### config.mk
export PLATFORM = sky130hd
export DESIGN_NAME = wtc_wbuffer
export DESIGN_NICKNAME = d
export VERILOG_FILES = /design/src/wtc_pkg.sv /design/src/wtc_wbuffer.sv
export SDC_FILE = /design/constraint.sdc
export NUM_CORES = 1
export LEC_CHECK = 0
export ABC_AREA = 0
export BUFFER_PORTS_ARGS = -buffer_cell sky130_fd_sc_hd__buf_2
export CAP_MARGIN = 15
export CORE_MARGIN = 2
export CORE_UTILIZATION = 25
export CTS_CLUSTER_SIZE = 8
export DETAILED_ROUTE_END_ITERATION = 16
export PLACE_DENSITY = 0.46
export SLEW_MARGIN = 25
export SYNTH_ARGS = -nofsm -noshare
export SYNTH_HDL_FRONTEND = slang
export SYNTH_SLANG_ARGS = --single-unit
### constraint.sdc
create_clock -name clk_i -period 2.3 [get_ports clk_i]
set_input_delay 0.46 -clock clk_i [delete_from_list [all_inputs] [get_ports clk_i]]
set_output_delay 0.46 -clock clk_i [all_outputs]
set_load 0.01 [all_outputs]
### src/wtc_pkg.sv
/*
 * cache geometry constants and the load, store and memory port structs
 */
`default_nettype none

package wtc_pkg;

  localparam int ADDR_W         = 16;
  localparam int WORD_W         = 32;
  localparam int BE_W           = WORD_W / 8;
  localparam int WORDS_PER_LINE = 4;
  localparam int LINE_W         = WORDS_PER_LINE * WORD_W;
  localparam int NUM_SETS       = 16;
  localparam int IDX_W          = $clog2(NUM_SETS);
  localparam int OFF_W          = $clog2(WORDS_PER_LINE);
  // address split from the top down into tag, index, word offset and 2 byte bits
  localparam int TAG_W          = ADDR_W - IDX_W - OFF_W - 2;

  typedef struct packed {
    logic [ADDR_W-1:0] addr;
  } ld_req_t;

  typedef struct packed {
    logic [WORD_W-1:0] data;
  } ld_resp_t;

  typedef struct packed {
    logic [ADDR_W-1:0] addr;
    logic [WORD_W-1:0] data;
    logic [BE_W-1:0]   be;
  } st_req_t;

  // reads are always full line reads at the line address
  typedef struct packed {
    logic              we;
    logic [ADDR_W-1:0] addr;
    logic [WORD_W-1:0] wdata;
    logic [BE_W-1:0]   be;
  } mem_req_t;

  typedef struct packed {
    logic [WORDS_PER_LINE-1:0][WORD_W-1:0] data;
  } mem_rtrn_t;

endpackage

`default_nettype wire

### src/wtc_wbuffer.sv
/*
 * circular store FIFO feeding the write-through path
 * word address match against the pending load, empty flag
 */
`timescale 1ns/1ps
`default_nettype none

module wtc_wbuffer #(
  parameter int WbufDepth = 4
) (
  input  logic                      clk_i,
  input  logic                      arst_n_i,
  input  logic                      st_valid_i,
  input  wtc_pkg::st_req_t          st_req_i,
  output logic                      st_ready_o,
  input  logic                      flush_busy_i,
  output logic                      head_valid_o,
  output wtc_pkg::st_req_t          head_o,
  input  logic                      pop_i,
  input  logic [wtc_pkg::ADDR_W-1:0] chk_addr_i,
  output logic                      hazard_o,
  output logic                      empty_o
);

  localparam int PtrW = (WbufDepth > 1) ? $clog2(WbufDepth) : 1;

  wtc_pkg::st_req_t     fifo_q [WbufDepth];
  logic [WbufDepth-1:0] vld_q;
  logic [PtrW-1:0]      wr_ptr_q, rd_ptr_q;
  logic                 push;

  function automatic logic [PtrW-1:0] ptr_inc(input logic [PtrW-1:0] p);
    return (p == PtrW'(WbufDepth - 1)) ? '0 : p + 1'b1;
  endfunction

  assign empty_o      = ~|vld_q;
  assign st_ready_o   = ~&vld_q && !flush_busy_i;
  assign push         = st_valid_i && st_ready_o;
  assign head_valid_o = !empty_o;
  assign head_o       = fifo_q[rd_ptr_q];

  always_ff @(posedge clk_i or negedge arst_n_i) begin
    if (!arst_n_i) begin
      vld_q    <= '0;
      wr_ptr_q <= '0;
      rd_ptr_q <= '0;
    end else begin
      if (push) begin
        vld_q[wr_ptr_q] <= 1'b1;
        wr_ptr_q        <= ptr_inc(wr_ptr_q);
      end
      if (pop_i) begin
        vld_q[rd_ptr_q] <= 1'b0;
        rd_ptr_q        <= ptr_inc(rd_ptr_q);
      end
    end
  end

  always_ff @(posedge clk_i) begin
    if (push) begin
      fifo_q[wr_ptr_q] <= st_req_i;
    end
  end

  // any pending store to the same word blocks the load
  always_comb begin
    hazard_o = 1'b0;
    for (int i = 0; i < WbufDepth; i++) begin
      if (vld_q[i] && (fifo_q[i].addr[wtc_pkg::ADDR_W-1:2] == chk_addr_i[wtc_pkg::ADDR_W-1:2])) begin
        hazard_o = 1'b1;
      end
    end
  end

  a_no_pop_empty: assert property (@(posedge clk_i) disable iff (!arst_n_i)
    pop_i |-> !empty_o);

endmodule

`default_nettype wire

# Word-level counts from Yosys, hierarchy flattened

Memories as Yosys holds them, arrays and structs flattened.
Index checks and enable logic that the tools add are counted.

$add $sub $neg: 2
Multipliers: 0
Divide/modulo/power cells: 0
Order comparisons: 4
Equality and inequality tests: 6
Shift-type cells: 0
Multiplexer cells: 14
Bitwise logic cells: 3
Reduce and logical (&&, ||, !) cells: 13

Operators by type and width:

| kind                                                 | count |
|---|---|
| == test 14 bit                                       | 4 |
| logical AND 1 bit                                    | 8 |
| 2-to-1 mux 1 bit                                     | 8 |
| 2-to-1 mux 4 bit                                     | 2 |
| < comparator 2 x 3 -> 1 bit (second input constant)  | 2 |
| adder 2 x 1 -> 2 bit (second input constant)         | 2 |
| AND 4 bit                                            | 1 |
| demux 1 bit (select 2 bit)                           | 2 |
| == test 2 bit (second input constant)                | 2 |
| >= comparator 2 x 1 -> 1 bit (second input constant) | 2 |
| 2-to-1 mux 2 bit                                     | 2 |
| NOT 4 bit                                            | 1 |
| OR 4 bit                                             | 1 |
| AND reduction 4 bit                                  | 1 |
| OR reduction 4 bit                                   | 1 |
| zero test 1 bit                                      | 3 |

Register bits after elaboration: 8
Latch bits: 0
Bits in writable memories: 208
Memory bits (read-only): 0
Output and inout port bits: 56
Word-level logic and storage cells: 46
Memories: 1

Memory list:

| name   | depth | bits a word | read ports | clocked after memory_dff | write ports | line              | source |
|---|---|---|---|---|---|---|---|
| fifo_q | 4     | 52          | 5          | 0                        | 1           | wtc_wbuffer.sv:27 | `wtc_pkg::st_req_t fifo_q [WbufDepth];` |

# Longest topological paths before layout

Word-level depth: 8
Gate-level depth with buffers: 6

# Worst setup path before layout

No wires, ideal clock.

Kind: input to register
Start: input flush_busy_i
End: memory fifo_q[0][0] in the netlist's numbering (enable)
Setup time: 0.416 ns
Data arrival time: 2.228 ns
Path slack: -0.344 ns
Stages on the path: 2
Cells stage by stage: a41oi_1 -> and3_1

Cells in the longest elaborated chain, start to end: 5

RTL lines:

| item                                   | line              | source |
|---|---|---|
| from (decl)                            | wtc_wbuffer.sv:16 | `input logic flush_busy_i,` |
| zero test 1 bit                        | wtc_wbuffer.sv:37 | `assign st_ready_o = ~&vld_q && !flush_busy_i;` |
| logical AND 1 bit                      | wtc_wbuffer.sv:37 |  |
| logical AND 1 bit                      | wtc_wbuffer.sv:38 | `assign push = st_valid_i && st_ready_o;` |
| 2-to-1 mux 1 bit                       | wtc_wbuffer.sv:60 | `if (push) begin` |
| 2-to-1 mux 1 bit (not written as such) | wtc_wbuffer.sv:61 | `fifo_q[wr_ptr_q] <= st_req_i;` |
| to (decl)                              | wtc_wbuffer.sv:27 |  |

Every way passes these cells.

==> impl.org <==
** Timing
- Crit path setup slack, layout :: -0.176 ns
- Relative slew slack :: 67.9%
- The number of failing hold endpoints at the final stage is 0.
- Max Fclk :: 404 MHz
- For the pin with the worst max-slew slack, the measured transition is 0.475 ns.
- Max Clock Skew :: 0.00954 ns
- The max-slew violation count came to 0.
- Final min period :: 2.48 ns
- Setup repair after global routing missed its margin :: true
- In the finished design, the share of the clock period the worst path needs comes to 108%.
- Final setup violation count :: 53

** Die
- Starting density of the core :: 25.3%
- The core region is 34300 sq um.
- Vert. Die Dim :: 190 um
- Die Span X :: 190 um
- The die covers 36100 sq um.
- In this run the count of I/O pins placed on the die edge is 129.
- In this run the core area contains 68 standard-cell rows.

** Clock network
- Clk Latency, worst-skew pair :: 0.54 ns
- CTS tree :: done
- In this run the number of H-tree levels came out at 1.
- Clock transition at the registers of the reported paths :: 0.05 ns
- Clock tree synthesis inserted a total of 31 buffers.
- CTS saw 216 sinks.
- Master cell of the clock root buffer :: clkbuf_16
- The longest clock path from root to sink contains 3 buffers.

** Logic synthesis
- Yosys printed 0 warnings.
- Simple-gate area share of the yosys netlist :: 2.18%
- Summing the areas of all xor and xnor instances in the mapped netlist gives 5.66% of the synthesized area.
- Sequential element share of the synthesized area :: 74.4%
- Flop and latch count out of synthesis :: 216
- Of the post-synthesis cell area, the part taken by muxes is 13.5%.
- When the netlist entered floorplanning its net count stood at 486.
- The synthesized netlist devotes 1.16% of its cell area to adder and majority cells.
- Compound-Gate Fraction of Synth Area :: 0.737%
- Post-synthesis cell area :: 8660 sq um
- Combinational family with the most area after synthesis :: multiplexers
- Yosys cell types :: 21
- Synthesized instance count :: 405
- Mean area per synthesized cell :: 21.4 sq um

** Setup path
- Cell class contributing the biggest share of worst-path delay :: simple AND/OR/NAND/NOR gates
- Element type at the critical path end :: output pin
- Data required time of the critical path :: 1.84 ns
- In this run the worst path has a maximum fanout of 2.
- The critical path is of the flip-flop to output pin type.
- On the worst path, the slowest cell contributes a delay of 0.54 ns.
- Sort of element at the start of the critical path :: flip-flop
- Slowest stage cell, crit path :: or4_1
- Worst path arrival time :: 2.02 ns
- Across all register-to-register paths, the minimum setup slack is 0.40 ns.
- Critical-path cell list :: xnor2_2 -> nand4_1 -> nor4_1 -> or4_1 -> buf_2
- Critical path buffer and inverter count :: 1

** Worst hold path
- HP Class :: primary input to flip-flop

** Detailed routing
- Via count :: 4377
- In this run, the number of DRC markers left after iteration 0 of detailed routing was 233.
- Dividing the detail-routed via count by the number of cells gives 4.21.
- The pre-antenna-repair detailed-routing pass consisted of 6 iterations.
- The routed design has 20700 um of wire.
- Antenna Nets Post-Route :: 0
- Routed wire length per instance :: 19.9 um
- Remaining design rule violation count :: 0

** Finish
- Area added between synthesis and finish :: 29.8%
- Count of filler cells inserted in the layout :: 3272
- Nets@finish :: 639
- Once layout is complete, the utilization of the core stands at 32.8%.
- Most common cell after layout, fill and taps aside :: edfxtp_1
- Of the cells placed in the final design, the portion with a size suffix greater than 1 is 41.1%.
- In the layout the commonest cells are edfxtp_1, buf_2, mux4_2, xnor2_1, buf_6.

** Power and ir drop
- The worst-case IR drop observed on VDD is 947 uV.
- Summed over all cells, the static leakage comes to 0.00378 uW.
- Areal power density over the cells :: 1140 nW/um^2

** Placed design
- Global placer's final weighted congestion :: 0.772
- After legalization and detailed placement, the total HPWL measured 12500 um.
- Port Buffer Count :: 126
- Pre-CTS setup slack :: 0.167 ns

** Global routing
- Overall overflow remaining after global route :: 0
- The first global-routing pass estimated 29600 um of wire.
- Antenna violations before repair :: 2
- Largest net degree at the start of global routing :: 56
- The via count of the first global-routing pass was 4805.
- Global routing consumed, over all layers together, 10.9% of the routing resources.

** Outcome
- Outcome :: finished, violations left
- Failing checks :: negative setup slack

** Job
- Number of max-cap violations :: 0
[layer usage]
metal  track usage (%)  up-vias  wire [um]
met5                 0        -          0
met4              3.04        0        457
met3              2.95       47       1360
met2              19.0      127      10100
met1              13.4     2249       8790
li1                  -     1954          -
[sequential cells by signal, summed over array words and instances, names as in the netlist]
signal and count:
fifo_q 208, rd_ptr_q 2, vld_q 4, wr_ptr_q 2
[final cells by class]
type	count	area, sq um	share of cell area [%]
sequential	216	6450	57.4
multi-input combinational	158	2050	18.2
timing repair buffer	146	1240	11.1
clock buffer	56	870	7.74
tap	455	569	5.07
clock inverter	1	30.0	0.267
inverter	5	18.8	0.167
antenna	2	5.00	0.0445
[power breakdown]
group,leakage [uW],switching (uW),internal (uW)
clock network,0.000426,1580,2610
registers,0.00199,165,4750
logic,0.00136,1730,1980
total,0.00378,3480,9330
[logic make-up (layout without fill, tap and decap cells)]
| group | count (synthesis) | in the layout |
|---|---|---|
| mux | 52 | 52 |
| buf+inv | 31 | 208 |
| xor+xnor | 56 | 56 |
| fa+ha+maj | 8 | 8 |
| compound gates | 9 | 9 |
| flops | 216 | 216 |
| simple gates | 33 | 33 |
| other cells | 0 | 2 |
[cell usage after synthesis]
library cell	count	share of area [%]
a2bb2oi_1	4	0.40
a41oi_1	1	0.10
and2_1	1	0.072
and3_1	4	0.29
buf_2	4	0.23
buf_4	17	1.5
buf_6	2	0.26
clkbuf_1	3	0.13
dfrtp_1	8	2.3
edfxtp_1	208	72
ha_1	8	1.2
inv_1	5	0.22
mux4_2	52	14
nand2_1	4	0.17
nand3_1	4	0.23
nand4_1	12	0.87
nor2_1	2	0.087
nor4_1	4	0.29
o21ai_0	4	0.23
or4_1	2	0.17
xnor2_1	56	5.7
[stage by stage]
stage / std cells / power [uW] / hold slack (ns) / setup TNS, ns / instance area (sq um)
after detailed placement: 971 / 8040 / 0.320 / 0 / 9900
after global routing: 1037 / 13400 / 0.103 / -10.60 / 11200
after global placement: 971 / 8010 / 0.310 / 0 / 9900
after floorplan: 405 / 6800 / 0.164 / 0 / 8670
final: 1039 / 12800 / 0.130 / -6.66 / 11200
after CTS: 1029 / 12500 / 0.0894 / -10.01 / 10900
[timing repair]
action | 4_1_cts | 5_1_grt
endpoints found under the setup margin | 53 | 53
hold buffers | 1 | 0
endpoints found under the hold margin | 8 | 0
cloned | 0 | 4
pin swaps | 7 | 0
gates resized for setup | 19 | 27
setup buffers | 0 | 4
[final timing paths]
check / from / endpoint / cells past startpoint
worst max-delay path: fifo_q[3][50] / hazard_o / 5
worst min-delay path: st_req_i[32] / fifo_q[1][32] / 1
worst max register to register: vld_q[3] / fifo_q[0][19] / 3
worst min register to register: vld_q[2] / vld_q[2] / 1
max in group asynchronous: arst_n_i / rd_ptr_q[0] / 2
min in group asynchronous: arst_n_i / vld_q[0] / 2
Note: power is estimated with default switching activity, not from simulation.
