**config.mk**
```make
export PLATFORM = sky130hd
export DESIGN_NAME = wtc_mem
export DESIGN_NICKNAME = d
export VERILOG_FILES = /design/src/wtc_pkg.sv /design/src/wtc_mem.sv
export SDC_FILE = /design/constraint.sdc
export NUM_CORES = 2
export LEC_CHECK = 0
export BUFFER_PORTS_ARGS = -buffer_cell sky130_fd_sc_hd__buf_2
export CORE_MARGIN = 1
export CORE_UTILIZATION = 30
export DETAILED_ROUTE_END_ITERATION = 10
export PLACE_DENSITY_LB_ADDON = 0.3
export SYNTH_ARGS = -nofsm -noshare
export SYNTH_HDL_FRONTEND = slang
export SYNTH_SLANG_ARGS = --single-unit
```
**constraint.sdc**
```tcl
create_clock -name clk_i -period 9.05 [get_ports clk_i]
set_input_delay 1.3575 -clock clk_i [delete_from_list [all_inputs] [get_ports clk_i]]
set_output_delay 1.3575 -clock clk_i [all_outputs]
set_load 0.05 [all_outputs]
```
**src/wtc_pkg.sv**
```systemverilog
/*
 * cache geometry constants and the load, store and memory port structs
 */
`default_nettype none

package wtc_pkg;

  localparam int ADDR_W         = 16;
  localparam int WORD_W         = 32;
  localparam int BE_W           = WORD_W / 8;
  localparam int WORDS_PER_LINE = 4;
  localparam int LINE_W         = WORDS_PER_LINE * WORD_W;
  localparam int NUM_SETS       = 16;
  localparam int IDX_W          = $clog2(NUM_SETS);
  localparam int OFF_W          = $clog2(WORDS_PER_LINE);
  // address split from the top down into tag, index, word offset and 2 byte bits
  localparam int TAG_W          = ADDR_W - IDX_W - OFF_W - 2;

  typedef struct packed {
    logic [ADDR_W-1:0] addr;
  } ld_req_t;

  typedef struct packed {
    logic [WORD_W-1:0] data;
  } ld_resp_t;

  typedef struct packed {
    logic [ADDR_W-1:0] addr;
    logic [WORD_W-1:0] data;
    logic [BE_W-1:0]   be;
  } st_req_t;

  // reads are always full line reads at the line address
  typedef struct packed {
    logic              we;
    logic [ADDR_W-1:0] addr;
    logic [WORD_W-1:0] wdata;
    logic [BE_W-1:0]   be;
  } mem_req_t;

  typedef struct packed {
    logic [WORDS_PER_LINE-1:0][WORD_W-1:0] data;
  } mem_rtrn_t;

endpackage

`default_nettype wire

```
**src/wtc_mem.sv**
```systemverilog
/*
 * valid, tag and data arrays of the direct-mapped cache
 * registered lookup with hit detection, refill, store-hit merge, invalidation
 */
`timescale 1ns/1ps
`default_nettype none

module wtc_mem (
  input  logic                      clk_i,
  input  logic                      arst_n_i,
  input  logic                      lookup_valid_i,
  input  logic [wtc_pkg::ADDR_W-1:0] lookup_addr_i,
  output logic                      hit_o,
  output logic [wtc_pkg::WORD_W-1:0] rdata_o,
  input  logic                      refill_we_i,
  input  logic [wtc_pkg::ADDR_W-1:0] refill_addr_i,
  input  wtc_pkg::mem_rtrn_t        refill_line_i,
  input  logic                      st_we_i,
  input  wtc_pkg::st_req_t          st_req_i,
  input  logic                      inval_we_i,
  input  logic [wtc_pkg::IDX_W-1:0]  inval_idx_i
);

  localparam int OffLo = 2;
  localparam int IdxLo = OffLo + wtc_pkg::OFF_W;
  localparam int TagLo = IdxLo + wtc_pkg::IDX_W;

  logic [wtc_pkg::NUM_SETS-1:0] valid_q;
  logic [wtc_pkg::TAG_W-1:0]    tag_q  [wtc_pkg::NUM_SETS];
  logic [wtc_pkg::WORDS_PER_LINE-1:0][wtc_pkg::WORD_W-1:0] data_q [wtc_pkg::NUM_SETS];

  logic [wtc_pkg::IDX_W-1:0] lk_idx, rf_idx, st_idx;
  logic [wtc_pkg::OFF_W-1:0] lk_off, st_off;
  logic                      lk_hit, st_hit;
  logic                      hit_q;
  logic [wtc_pkg::WORD_W-1:0] rdata_q;

  assign lk_idx = lookup_addr_i[TagLo-1:IdxLo];
  assign lk_off = lookup_addr_i[IdxLo-1:OffLo];
  assign rf_idx = refill_addr_i[TagLo-1:IdxLo];
  assign st_idx = st_req_i.addr[TagLo-1:IdxLo];
  assign st_off = st_req_i.addr[IdxLo-1:OffLo];

  assign lk_hit = valid_q[lk_idx] && (tag_q[lk_idx] == lookup_addr_i[wtc_pkg::ADDR_W-1:TagLo]);
  // store only touches the array when the line is resident
  assign st_hit = st_we_i && valid_q[st_idx] &&
                  (tag_q[st_idx] == st_req_i.addr[wtc_pkg::ADDR_W-1:TagLo]);

  always_ff @(posedge clk_i or negedge arst_n_i) begin
    if (!arst_n_i) begin
      valid_q <= '0;
      hit_q   <= 1'b0;
    end else begin
      if (inval_we_i) begin
        valid_q[inval_idx_i] <= 1'b0;
      end else if (refill_we_i) begin
        valid_q[rf_idx] <= 1'b1;
      end
      if (lookup_valid_i) begin
        hit_q <= lk_hit;
      end
    end
  end

  always_ff @(posedge clk_i) begin
    if (lookup_valid_i) begin
      rdata_q <= data_q[lk_idx][lk_off];
    end
    if (refill_we_i) begin
      tag_q[rf_idx]  <= refill_addr_i[wtc_pkg::ADDR_W-1:TagLo];
      data_q[rf_idx] <= refill_line_i.data;
    end
    if (st_hit) begin
      for (int b = 0; b < wtc_pkg::BE_W; b++) begin
        if (st_req_i.be[b]) begin
          data_q[st_idx][st_off][8*b +: 8] <= st_req_i.data[8*b +: 8];
        end
      end
    end
  end

  assign hit_o   = hit_q;
  assign rdata_o = rdata_q;

  // refill and flush walk are separate FSM phases
  a_no_refill_inval: assert property (@(posedge clk_i) disable iff (!arst_n_i)
    !(refill_we_i && inval_we_i));

endmodule

`default_nettype wire

```
-- Yosys cells after proc, flatten, opt, wreduce, memory -nomap -nowiden
Memory sizes are Yosys's and may differ from the RTL's.
Cells that the tools add are included.
W data, S select, Z words.
- register bits after elaboration: 49
- latch bits: 0
- memory bits (writable): 2176
- memory bits (read-only): 0
- output and inout bits: 33
- logic and storage cells: 828
- memories kept: 2
- add/sub/neg operators: 0
- multiply operators: 0
- div/mod/pow operators: 0
- magnitude comparators: 9
- equality and inequality tests: 2
- shift operators: 0
- muxes and demuxes: 418
- bitwise logic cells: 387
- reduce and logical (&&, ||, !) cells: 7
- memory list (name ; depth ; bits a word ; rd ports ; clocked after memory_dff ; write ports ; line ; RTL):
    data_q ; 16 ; 128 ; 1 ; 0 ; 2 ; wtc_mem.sv:30 ; logic [wtc_pkg::WORDS_PER_LINE-1:0][wtc_pkg::WORD_W-1:0] data_q [wtc_pkg::NUM_SETS];
    tag_q ; 16 ; 8 ; 2 ; 0 ; 1 ; wtc_mem.sv:29 ; logic [wtc_pkg::TAG_W-1:0] tag_q [wtc_pkg::NUM_SETS];
- operators with widths (operator ; number):
    $mux W128 ; 4
    $mux W1 ; 398
    $or A1 B1 Y1 ; 384
    $demux W32 S2 ; 4
    $bmux W32 S2 ; 1
    $mux W32 ; 2
    $mux W16 ; 3
    $mux W24 ; 1
    $lt A4 B5 Y1 const B ; 4
    $and A16 B16 Y16 ; 1
    $eq A8 B8 Y1 ; 2
    $not A16 Y16 ; 1
    $or A16 B16 Y16 ; 1
    $bmux W1 S4 ; 2
    $demux W1 S4 ; 2
    $ge A4 B1 Y1 const B ; 2
    $mux W8 ; 1
    $logic_and A1 B1 Y1 ; 6
    $lt A2 B3 Y1 const B ; 2
    $ge A2 B1 Y1 const B ; 1
    $reduce_bool A2 Y1 ; 1

-- Depth between registers and ports, before layout
- depth after elaboration: 9
- depth in mapped cells: 14
- depth with buffers taken out: 7

-- Worst setup path before layout
OpenSTA, ideal clock, no wires.
- path type: input -> register
- start: in st_req_i[42] in the netlist's numbering
- end: mem data_q[14][40] in the netlist's numbering, enable pin
- setup time: 0.330 ns
- data arrival time: 4.385 ns
- path slack: 4.335 ns
- cell stages on the path: 11
- path buffers: 4
- path through: buf_4 -> buf_4 -> mux4_2 -> a22oi_1 -> a21oi_1 -> or4_1 -> a2111oi_4 -> buf_2 -> buf_2 -> nand4_2 -> nand2_1
- RTL lines (item ; line ; RTL):
    start, declared ; wtc_mem.sv:19 ; input wtc_pkg::st_req_t st_req_i,
    end, declared ; wtc_mem.sv:30 ;

==> results.toml <==
[die]
dieArea_mm2 = 0.387
io_pins = 255
dieWidth_um = 622
rows = 227
start_util_pct = 30.2
core_mm2 = 0.383
die_y_um = 622

[grt]
grt_first_pass_wirelength_um = 521000
grt_max_degree = 105
grtUsageMet2_pct = 30.5
grt-ovfl-total = 0
met1_usage_pct = 25.3
grt_antenna_before_repair = 96
grt_pass1_vias = 65700
met3_usage_pct = 3.46
grt.busiest_layer = "met2"
grtUsageTotal_pct = 18.8

[route]
ant_nets = 0
drc = 0
dr.pass1.iters = 5
vias_per_cell = 5.44
wl_per_cell_um = 31.8
drt-initial-drc-count = 6052
wl_um = 374000
vias = 63900

[worst_setup_path]
critPathMaxFanout = 44
path_cells = "buf_2 > mux4_2 > a22oi_1 > a21oi_1 > or4_1 > a2111oi_4 > buf_4 > buf_4 > nand4_1 > nand2_1"
r2r-end = "data_q[15][102]$_DFFE_PP_"
cp-end-kind = "register"
crit_path_start_kind = "input port"
arrival_ns = 6.46
reg2reg_slack_ns = 4.12
crit_family = "simple AND/OR/NAND/NOR gates"
crit_path_frequent_cell = "buf_4"
cp_num_buf_inv = 3
slowest_delay_ns = 0.75
rr_worst_depth = 9
crit_slowest_cell = "buf_2"
worstSetupPathType = "input port to register"
required_ns = 9.60
rr_startpoint = "tag_q[14][3]$_DFFE_PP_"

[layout]
nets = 6678
drive_gt1_share_pct = 57.0
syn2layout_area_growth_pct = 12.7
mostFrequentLayoutCell = "edfxtp_1"
stdcell_count = 11700
final_cell_mix = "2,208 x edfxtp_1, 2,068 x mux2_2, 728 x mux4_2"

[synthesis]
yosys_warnings = 0
postSynthAreaPerCell_um2 = 17.8
yosys.area.top_type = "edfxtp_1"
synth-seq-cells = 2225
postSynth.asyncResetShare_pct = 0.764
ys_types = 48
yosysSeqAreaShare_pct = 57.8
synth_cells = 6479
syn_area_mm2 = 0.115
yosysTopAreaCellShare_pct = 57.4
ys_top_cells_by_area = "edfxtp_1 57%, mux2_2 20%, mux4_2 14%"
ys.flop_type = "edfxtp_1"
syn-num-nets = 6701
synth_edf_count = 2208

[run_status]
status = "completed"

[cts]
clockBufferDepth = 4
clockRootBuffer = "clkbuf_16"
cts_tree = "built"
clk_pin_slew_ns = 0.06
cts_made_buffers = 273
hold_buffers = 0
cts_setup_buffers = 0
clock_latency_ns = 0.92
cts_resized = 0
htree_num_levels = 5
clkSinkCount = 2225

[timing]
worst_pin_slew_ns = 1.23
fin_hold_ws_ns = 0.385
timing.fmax_mhz = 169
setup_viol = 0
fin_ws_ns = 3.14
hold_viol = 0
slew_viol_final = 0
tns_ns = 0
fin_worst_skew_ns = 0.0406
rsz0062_at_grt = "false"
min_period_ns = 5.91
slew_headroom_pct = 18.2
fin_crit_sh_pct = 65.3

[placement]
dp.cells = 11200
gp_congestion = 0.802
pre_cts_ws_ns = 2.24
portBuffers = 246
dpl.hpwl_um = 231000

[worst_hold_path]
hold_class = "input port to async pin"

[job]
maxCapViolCount = 0

[power]
p_leak_nw = 44.7
ir_worst_vdd_uv = 126
power_density_mw_per_mm2 = 187
-- cell type report --
type / count / area (µm²)
Sequential cell: 2225 / 66700
Antenna cell: 42 / 105
Timing Repair Buffer: 364 / 2380
Inverter: 21 / 83.8
Tap cell: 5038 / 6300
Fill cell: 36100 / 252000
Clock buffer: 337 / 7150
Multi-Input combinational cell: 3571 / 46100
Clock inverter: 144 / 1260
-- per-layer routing --
metal	routed length (µm)	vias up
li1	-	26600
met1	156000	34300
met2	177000	2381
met3	26200	558
met4	13800	32
met5	182	-
-- worst max-delay path by stage --
stage / startpoint / to / slack (ns) / cells after the start
floorplan: st_req_i[42] / data_q[14][40]$_DFFE_PP_ / 4.34 / 11
global placement: st_req_i[42] / data_q[15][125]$_DFFE_PP_ / 2.00 / 11
detailed placement: st_req_i[42] / data_q[15][103]$_DFFE_PP_ / 2.24 / 10
CTS: st_req_i[42] / data_q[15][97]$_DFFE_PP_ / 3.18 / 10
global route: st_req_i[42] / data_q[15][6]$_DFFE_PP_ / 2.92 / 10
finish: st_req_i[42] / data_q[15][102]$_DFFE_PP_ / 3.14 / 10
-- synthesized netlist by cell type (all sizes together) (2+ instances only) --
| library cell | n |
|---|---|
| mux2 | 2068 |
| nor4 | 2 |
| nand2b | 9 |
| nor2 | 31 |
| nand2 | 289 |
| or2 | 2 |
| a2bb2oi | 4 |
| mux4 | 728 |
| or3 | 2 |
| a22o | 2 |
| mux2i | 30 |
| xor2 | 5 |
| nor2b | 7 |
| nor3 | 9 |
| dfrtp | 17 |
| clkbuf | 455 |
| xnor2 | 13 |
| buf | 207 |
| a2111oi | 2 |
| and3 | 8 |
| a21oi | 21 |
| o22ai | 2 |
| nand3 | 11 |
| inv | 20 |
| a22oi | 8 |
| edfxtp | 2208 |
| and2 | 13 |
| a221oi | 5 |
| nand4 | 258 |
| o21ai | 30 |
| nor3b | 2 |
-- report_power, final --
group / total, W / internal, W / switching [W]
Combinational: 0.00214 / 0.000863 / 0.00128
Clock: 0.0106 / 0.00600 / 0.00456
Sequential: 0.0116 / 0.0116 / 0.0000591
Total: 0.0243 / 0.0184 / 0.00590
-- state kept, by name (all words and copies together), names as in the netlist --
register / cells
data_q: 2048
hit_o: 1
rdata_o: 32
tag_q: 128
valid_q: 16
-- logic make-up after synthesis --
| kind of cell | Yosys count | share of synthesized area (%) |
|---|---|---|
| flops | 2225 | 57.8 |
| compound gates | 82 | 0.470 |
| simple gates | 645 | 4.58 |
| mux | 2826 | 34.6 |
| buf+inv | 683 | 2.39 |
| xor+xnor | 18 | 0.137 |
-- per-stage QoR --
stage / util, % / area [µm²] / total power (W)
finish: 34.0 / 130000 / 0.0243
global route: 34.0 / 130000 / 0.0250
CTS: 34.0 / 130000 / 0.0245
detailed placement: 31.8 / 122000 / 0.0140
global placement: 31.8 / 122000 / 0.0139
floorplan: - / 115000 / 0.0132
No activity file was read; power rests on OpenSTA's default activity.
