==> src/wtc_pkg.sv <==
/*
 * cache geometry constants and the load, store and memory port structs
 */
`default_nettype none

package wtc_pkg;

  localparam int ADDR_W         = 16;
  localparam int WORD_W         = 32;
  localparam int BE_W           = WORD_W / 8;
  localparam int WORDS_PER_LINE = 4;
  localparam int LINE_W         = WORDS_PER_LINE * WORD_W;
  localparam int NUM_SETS       = 16;
  localparam int IDX_W          = $clog2(NUM_SETS);
  localparam int OFF_W          = $clog2(WORDS_PER_LINE);
  // address split from the top down into tag, index, word offset and 2 byte bits
  localparam int TAG_W          = ADDR_W - IDX_W - OFF_W - 2;

  typedef struct packed {
    logic [ADDR_W-1:0] addr;
  } ld_req_t;

  typedef struct packed {
    logic [WORD_W-1:0] data;
  } ld_resp_t;

  typedef struct packed {
    logic [ADDR_W-1:0] addr;
    logic [WORD_W-1:0] data;
    logic [BE_W-1:0]   be;
  } st_req_t;

  // reads are always full line reads at the line address
  typedef struct packed {
    logic              we;
    logic [ADDR_W-1:0] addr;
    logic [WORD_W-1:0] wdata;
    logic [BE_W-1:0]   be;
  } mem_req_t;

  typedef struct packed {
    logic [WORDS_PER_LINE-1:0][WORD_W-1:0] data;
  } mem_rtrn_t;

endpackage

`default_nettype wire

==> src/wtc_missunit.sv <==
/*
 * control FSM: load lookup, hazard stall, refill and bypass loads,
 * write-through drain of the store buffer, flush walk
 */
`timescale 1ns/1ps
`default_nettype none

module wtc_missunit (
  input  logic                      clk_i,
  input  logic                      arst_n_i,
  input  logic                      enable_i,
  input  logic                      flush_i,
  output logic                      flush_ack_o,
  output logic                      miss_o,
  // load port
  input  logic                      ld_req_valid_i,
  input  wtc_pkg::ld_req_t          ld_req_i,
  output logic                      ld_req_ready_o,
  output logic                      ld_resp_valid_o,
  output wtc_pkg::ld_resp_t         ld_resp_o,
  // memory port
  output logic                      mem_req_valid_o,
  input  logic                      mem_req_ready_i,
  output wtc_pkg::mem_req_t         mem_req_o,
  input  logic                      mem_rtrn_valid_i,
  input  wtc_pkg::mem_rtrn_t        mem_rtrn_i,
  // cache arrays
  output logic                      lookup_valid_o,
  output logic [wtc_pkg::ADDR_W-1:0] lookup_addr_o,
  input  logic                      hit_i,
  input  logic [wtc_pkg::WORD_W-1:0] rdata_i,
  output logic                      refill_we_o,
  output logic [wtc_pkg::ADDR_W-1:0] refill_addr_o,
  output wtc_pkg::mem_rtrn_t        refill_line_o,
  output logic                      st_we_o,
  output wtc_pkg::st_req_t          st_req_o,
  output logic                      inval_we_o,
  output logic [wtc_pkg::IDX_W-1:0]  inval_idx_o,
  // write buffer
  input  logic                      wb_head_valid_i,
  input  wtc_pkg::st_req_t          wb_head_i,
  output logic                      wb_pop_o,
  output logic [wtc_pkg::ADDR_W-1:0] wb_chk_addr_o,
  input  logic                      wb_hazard_i,
  input  logic                      wb_empty_i,
  // flush counter
  output logic                      cnt_start_o,
  output logic                      cnt_step_o,
  input  logic [wtc_pkg::IDX_W-1:0]  cnt_idx_i,
  input  logic                      cnt_last_i
);

  typedef enum logic [3:0] {
    IDLE, LOOKUP, HAZARD_WAIT, REFILL_REQ, REFILL_WAIT,
    DRAIN, FLUSH_DRAIN, FLUSH_INVAL, FLUSH_ACK
  } state_e;

  localparam int LineLo = wtc_pkg::OFF_W + 2;

  state_e                     state_q, state_d;
  logic [wtc_pkg::ADDR_W-1:0] ld_addr_q;
  logic                       drain, rd_req;
  logic                       resp_valid_q, resp_valid_d;
  logic [wtc_pkg::WORD_W-1:0] resp_data_d;
  wtc_pkg::ld_resp_t          resp_q;

  ////////////////////////////////////////////////////////////////////////////
  // next state and control
  ////////////////////////////////////////////////////////////////////////////

  assign ld_req_ready_o = (state_q == IDLE) && !flush_i;

  always_comb begin
    state_d        = state_q;
    lookup_valid_o = 1'b0;
    drain          = 1'b0;
    rd_req         = 1'b0;
    resp_valid_d   = 1'b0;
    resp_data_d    = rdata_i;
    refill_we_o    = 1'b0;
    miss_o         = 1'b0;
    cnt_start_o    = 1'b0;
    cnt_step_o     = 1'b0;
    inval_we_o     = 1'b0;
    flush_ack_o    = 1'b0;
    unique case (state_q)
      IDLE: begin
        if (flush_i) begin
          state_d = FLUSH_DRAIN;
        end else if (ld_req_valid_i) begin
          lookup_valid_o = 1'b1;
          state_d        = LOOKUP;
        end else if (wb_head_valid_i) begin
          drain = 1'b1;
          // hold the write until memory takes it
          if (!mem_req_ready_i) state_d = DRAIN;
        end
      end
      LOOKUP: begin
        if (wb_hazard_i) begin
          state_d = HAZARD_WAIT;
        end else if (enable_i && hit_i) begin
          resp_valid_d = 1'b1;
          state_d      = IDLE;
        end else begin
          miss_o  = 1'b1;
          state_d = REFILL_REQ;
        end
      end
      HAZARD_WAIT: begin
        // drain until the conflicting store is gone, then look up again
        if (!wb_hazard_i) begin
          lookup_valid_o = 1'b1;
          state_d        = LOOKUP;
        end else begin
          drain = 1'b1;
        end
      end
      REFILL_REQ: begin
        rd_req = 1'b1;
        if (mem_req_ready_i) state_d = REFILL_WAIT;
      end
      REFILL_WAIT: begin
        if (mem_rtrn_valid_i) begin
          refill_we_o  = enable_i;
          resp_valid_d = 1'b1;
          resp_data_d  = mem_rtrn_i.data[ld_addr_q[LineLo-1:2]];
          state_d      = IDLE;
        end
      end
      DRAIN: begin
        drain = 1'b1;
        if (mem_req_ready_i) state_d = IDLE;
      end
      FLUSH_DRAIN: begin
        if (!wb_empty_i) begin
          drain = 1'b1;
        end else begin
          cnt_start_o = 1'b1;
          state_d     = FLUSH_INVAL;
        end
      end
      FLUSH_INVAL: begin
        inval_we_o = 1'b1;
        cnt_step_o = 1'b1;
        if (cnt_last_i) state_d = FLUSH_ACK;
      end
      FLUSH_ACK: begin
        flush_ack_o = 1'b1;
        state_d     = IDLE;
      end
      default: state_d = IDLE;
    endcase
  end

  ////////////////////////////////////////////////////////////////////////////
  // memory request and array side signals
  ////////////////////////////////////////////////////////////////////////////

  assign mem_req_valid_o = drain || rd_req;
  assign wb_pop_o        = drain && mem_req_ready_i;
  // store-hit update goes with the accepted write
  assign st_we_o         = wb_pop_o;
  assign st_req_o        = wb_head_i;

  always_comb begin
    mem_req_o = '0;
    if (drain) begin
      mem_req_o.we    = 1'b1;
      mem_req_o.addr  = wb_head_i.addr;
      mem_req_o.wdata = wb_head_i.data;
      mem_req_o.be    = wb_head_i.be;
    end else begin
      mem_req_o.addr = {ld_addr_q[wtc_pkg::ADDR_W-1:LineLo], {LineLo{1'b0}}};
    end
  end

  assign lookup_addr_o = (state_q == IDLE) ? ld_req_i.addr : ld_addr_q;
  assign wb_chk_addr_o = ld_addr_q;
  assign refill_addr_o = ld_addr_q;
  assign refill_line_o = mem_rtrn_i;
  assign inval_idx_o   = cnt_idx_i;

  always_ff @(posedge clk_i or negedge arst_n_i) begin
    if (!arst_n_i) begin
      state_q      <= IDLE;
      resp_valid_q <= 1'b0;
    end else begin
      state_q      <= state_d;
      resp_valid_q <= resp_valid_d;
    end
  end

  always_ff @(posedge clk_i) begin
    if (ld_req_valid_i && ld_req_ready_o) begin
      ld_addr_q <= ld_req_i.addr;
    end
    if (resp_valid_d) begin
      resp_q.data <= resp_data_d;
    end
  end

  assign ld_resp_valid_o = resp_valid_q;
  assign ld_resp_o       = resp_q;

  a_ack_wb_empty: assert property (@(posedge clk_i) disable iff (!arst_n_i)
    flush_ack_o |-> wb_empty_i);

  a_mem_req_stable: assert property (@(posedge clk_i) disable iff (!arst_n_i)
    mem_req_valid_o && !mem_req_ready_i |=> mem_req_valid_o && $stable(mem_req_o));

endmodule

`default_nettype wire

==> config.mk <==
export PLATFORM = sky130hd
export DESIGN_NAME = wtc_missunit
export DESIGN_NICKNAME = d
export VERILOG_FILES = /design/src/wtc_pkg.sv /design/src/wtc_missunit.sv
export SDC_FILE = /design/constraint.sdc
export NUM_CORES = 1
export LEC_CHECK = 0
export BUFFER_PORTS_ARGS = -buffer_cell sky130_fd_sc_hd__buf_2
export CAP_MARGIN = 5
export CORE_AREA = 2 2 221 223
export CTS_BUF_LIST = sky130_fd_sc_hd__clkbuf_8
export DETAILED_ROUTE_END_ITERATION = 6
export DIE_AREA = 0 0 223 225
export SYNTH_ARGS = -nofsm -noshare
export SYNTH_HDL_FRONTEND = slang
export SYNTH_SLANG_ARGS = --single-unit
==> constraint.sdc <==
create_clock -name clk_i -period 11.7 [get_ports clk_i]
set_input_delay 3.51 -clock clk_i [delete_from_list [all_inputs] [get_ports clk_i]]
set_output_delay 3.51 -clock clk_i [all_outputs]
set_load 0.05 [all_outputs]
Yosys cells after proc, flatten, opt, wreduce, memory -nomap -nowiden
Cells that the tools add are included.
{"block": "totals", "reg_bits": 53, "in_bits": 244, "out_inout_bits": 329, "elab_cells": 74}
{"block": "op_classes", "n_lt_le_gt_ge": 1, "n_eq_ne": 16, "muxes": 45, "n_reduce_logical": 8}
{"cell": "$mux 32", "count": 3}
{"cell": "$bmux 32 s2", "count": 1}
{"cell": "$mux 4", "count": 10}
{"cell": "$mux 36", "count": 1}
{"cell": "$mux 16", "count": 2}
{"cell": "$pmux 4 s8", "count": 1}
{"cell": "$mux 1", "count": 22}
{"cell": "$eq 4x3->1 const B", "count": 4}
{"cell": "$ne 2x2->1 const B", "count": 6}
{"cell": "$eq 4x2->1 const B", "count": 2}
{"cell": "$ne 4x4->1 const B", "count": 2}
{"cell": "$reduce_and 8->1", "count": 1}
{"cell": "$eq 4x1->1 const B", "count": 1}
{"cell": "$eq 4x4->1 const B", "count": 1}
{"cell": "$logic_and 1x1->1", "count": 4}
{"cell": "$logic_not 4->1", "count": 1}
{"cell": "$mux 2", "count": 2}
{"cell": "$pmux 1 s2", "count": 2}
{"cell": "$pmux 1 s4", "count": 1}
{"cell": "$lt 2x3->1 const B", "count": 1}
{"cell": "$logic_not 1->1", "count": 1}
{"cell": "$logic_or 1x1->1", "count": 1}

Depth between registers and ports, before layout
{"block": "depth", "depth_word": 5, "mapped_depth": 8, "depth_no_buf": 4}

Worst setup path before layout
OpenSTA, ideal clock, no wires.
{"block": "synth_timing", "path_kind": "input to output", "start": "in wb_hazard_i", "end": "out wb_pop_o", "t_arrival_ns": 5.268, "required_ns": 8.190, "slack_ns": 2.922, "stages": 6, "n_path_buf": 2, "cell_sequence": "inv_1 nor4_1 a211oi_2 buf_6 nor2b_1 buf_4"}
{"block": "synth_via", "elab_chain_len": 3}
{"item": "start, declared", "line_no": "wtc_missunit.sv:44", "source": "input logic wb_hazard_i,"}
{"item": "$mux 1", "line_no": "wtc_missunit.sv:112", "source": "if (!wb_hazard_i) begin"}
{"item": "$pmux 1 s4", "line_no": "wtc_missunit.sv:86", "source": "unique case (state_q)"}
{"item": "$logic_and 1x1->1", "line_no": "wtc_missunit.sv:161", "source": "assign wb_pop_o = drain && mem_req_ready_i;"}
{"item": "end, declared", "line_no": "wtc_missunit.sv:42", "source": "output logic wb_pop_o,"}
No other way between the ends.

==> results.cfg <==
[global_routing]
grt_antenna_before_repair = 18
first_global_vias = 4914
grt_overflow = 0
grt_max_degree = 56
grt_pass1_wl_um = 37000
track_usage_pct = 10.7

[worst_setup_path]
worstSetupEndpointType = primary output
cpMostUsedCell = buf_2
cp_max_fo = 55
cp_slowest_cell = buf_4
critPathKind = input pin to primary output
crit_buf_inv = 3
cp_data_required_time_ns = 8.19
cp_cell_sequence = buf_2 > o21ai_0 > a211oi_4 > buf_4 > mux2_2 > buf_2
startpoint_type = input pin
arrival_ns = 5.20
crit_family = buffers and inverters
slowest_delay_ns = 0.51

[cells_and_area]
final_nets = 1076
register_area_um2 = 1570
drive_gt1_share_pct = 81.4
multiInputGateArea_um2 = 2110
instances_no_fill = 1457
fillerInstances = 5349
final_core_util_pct = 15.7
fin_area_um2 = 7480
area_delta_synth_final_pct = 40.6

[clock_tree]
cts_buffer_depth = 2
clock_latency_ns = 0.37
post_cts_resized = 0
cts.sinks = 53
clk_pin_slew_worst_paths_ns = 0.12
cts_max_level = 2
ctsHoldBuffers = 0
clockRootBuffer = clkbuf_8
cts_tree = yes
post_cts_buffers = 0
cts_made_buffers = 5

[power]
power.density_nw_per_um2 = 204
p_leak_nw = 3.62
clockPowerShare_pct = 9.7
swShare_pct = 61.1
pwr-share-seq_pct = 18.5
ir_worst_vdd_mv = 0.0784
power_mw = 1.52
p_int_mw = 0.592
combPwrFrac_pct = 71.8
p_switching_mw = 0.931

[timing]
fin_skew_ns = 0.0131
rsz0062_at_grt = false
fin_setup_tns_ns = 0
min_period_ns = 8.71
finalHoldViolations = 0
worst_slack_ns = 2.99
whs_ns = 0.791
setup_viol = 0
finalMaxSlewViolations = 0
finalCritPeriodShare_pct = 74.4
tightestPinTransition_ns = 0.625
max_slew_margin_pct = 58.3
fmax_mhz = 115

[place]
pre_cts_slack_ns = 3.01
place_area_um2 = 7340
place.gp.congestion = 0.858
hpwl_um = 24900
place_inst = 1440
port_buffers = 564

[yosys]
ys_ff_latch = 53
yosysSeqAreaShare_pct = 29.5
yosysWarnings = 0
syn-num-nets = 724
synth_ff_type = edfxtp_1
netlist.area_leader.share_pct = 28.7
synth_area_leader_cell = buf_4
syn_area_um2 = 5320
synthTopCellsByArea = buf_4 (29%), edfxtp_1 (27%), mux4_2 (14%), mux2_2 (11%), nor2b_1 (5.1%)
postSynthAreaPerCell_um2 = 11.1
yosysUniqueCellTypes = 44
netlist_instances = 480
async_flop_share_pct = 9.43
synth-edff-count = 48

[worst_hold_path]
min_path_type = flop to flop

[run_status]
status = complete, no violations

[floorplan]
start_util_pct = 11.2
num_rows = 80
ios = 573
core-area_um2 = 47500
dieWidth_um = 223
dieArea_um2 = 50200
dieHeight_um = 225

[detailed_routing]
vias = 5102
wl_um = 28300
route.detailed.drc = 0
postRouteAntennaNets = 0
vias_per_cell = 3.50
drtIter0Drc = 190
drt_pass1_iterations = 5
wl_per_cell_um = 19.4

[run]
maxCapViolCount = 0
[cell families after synthesis]
family                 synth area share (%)
AND/OR/NAND/NOR                        9.79
flip-flops                             29.5
AO/OA/AOI/OAI                          2.38
buffers and inverters                  31.2
multiplexers                           27.0
XOR/XNOR                              0.165
[sequential cells by signal, indices dropped and copies added (netlist names)]
register and count:
ld_resp_o 32, ld_resp_valid_o 1, refill_addr_o 16, state_q 4
[worst reg2reg max path: cells and delay by family (launching register included)]
kind,cells,cell delay [ns]
compound gates,1,0.12
buf+inv,2,0.77
flops,1,0.60
simple gates,2,0.52
[layout by cell type, fill, tap and decap left out, types with 5 or more instances in the layout]
cell | synthesis | routed
buf_2 | 4 | 564
mux2_2 | 54 | 54
edfxtp_1 | 48 | 48
nor2b_1 | 43 | 43
mux4_2 | 32 | 32
diode_2 | 0 | 9
nor2_1 | 7 | 7
nand2_1 | 7 | 7
mux2_4 | 7 | 7
buf_4 | 203 | 7
inv_1 | 6 | 6
nor3_1 | 5 | 5
clkbuf_8 | 0 | 5
dfrtp_1 | 5 | 5
[routing by layer]
| layer | share of wire (%) | wire length (um) | vias to the layer above | GRT usage (%) |
|---|---|---|---|---|
| met3 | 7.7 | 2180 | 54 | 2.82 |
| met4 | 3.7 | 1040 | 6 | 4.09 |
| met5 | 0.13 | 36 | - | 0 |
| li1 | - | - | 2208 | - |
| met1 | 39 | 11200 | 2425 | 12.1 |
| met2 | 49 | 13900 | 409 | 19.0 |
[worst paths after layout]
path,startpoint,depth (start not counted),end,slack [ns]
worst max-delay path,wb_empty_i,6,mem_req_o[43],2.99
min in group asynchronous,arst_n_i,1,ld_resp_valid_o,2.95
worst min register to register,state_q[3],2,state_q[2],0.79
worst min-delay path,state_q[3],2,state_q[2],0.79
worst max register to register,state_q[2],5,ld_resp_o[3],9.25
max in group asynchronous,arst_n_i,1,state_q[1],8.61
[power by group through the flow]
stage	Combinational (mW)	Clock, mW	Sequential (mW)
2_1_floorplan	0.829	0	0.346
3_3_place_gp	1.09	0	0.285
3_5_place_dp	1.10	0	0.285
4_1_cts	1.10	0.162	0.281
5_1_grt	1.14	0.163	0.286
6_report	1.09	0.148	0.281
[layout make-up]
cell class | instances | share of cell area [%]
Sequential cell | 53 | 21.0
Multi-Input combinational cell | 195 | 28.2
Inverter | 6 | 0.301
Antenna cell | 9 | 0.301
Tap cell | 615 | 10.3
Clock inverter | 3 | 0.552
Timing Repair Buffer | 571 | 38.5
Clock buffer | 5 | 0.921
[synth_stat cells, drive strengths merged (2+ instances only)]
cell and instances:
inv 6, nand2 7, or4 2, mux4 32, edfxtp 48, nand2b 3, dfrtp 5, nor4b 3
nor3 5, a211oi 2, nor2 7, buf 211, nand3 2, and2 2, mux2 61, a21oi 4
o21ai 4, clkbuf 15, nor2b 43, o2111ai 2
Note: power is estimated with default switching activity, not from simulation.
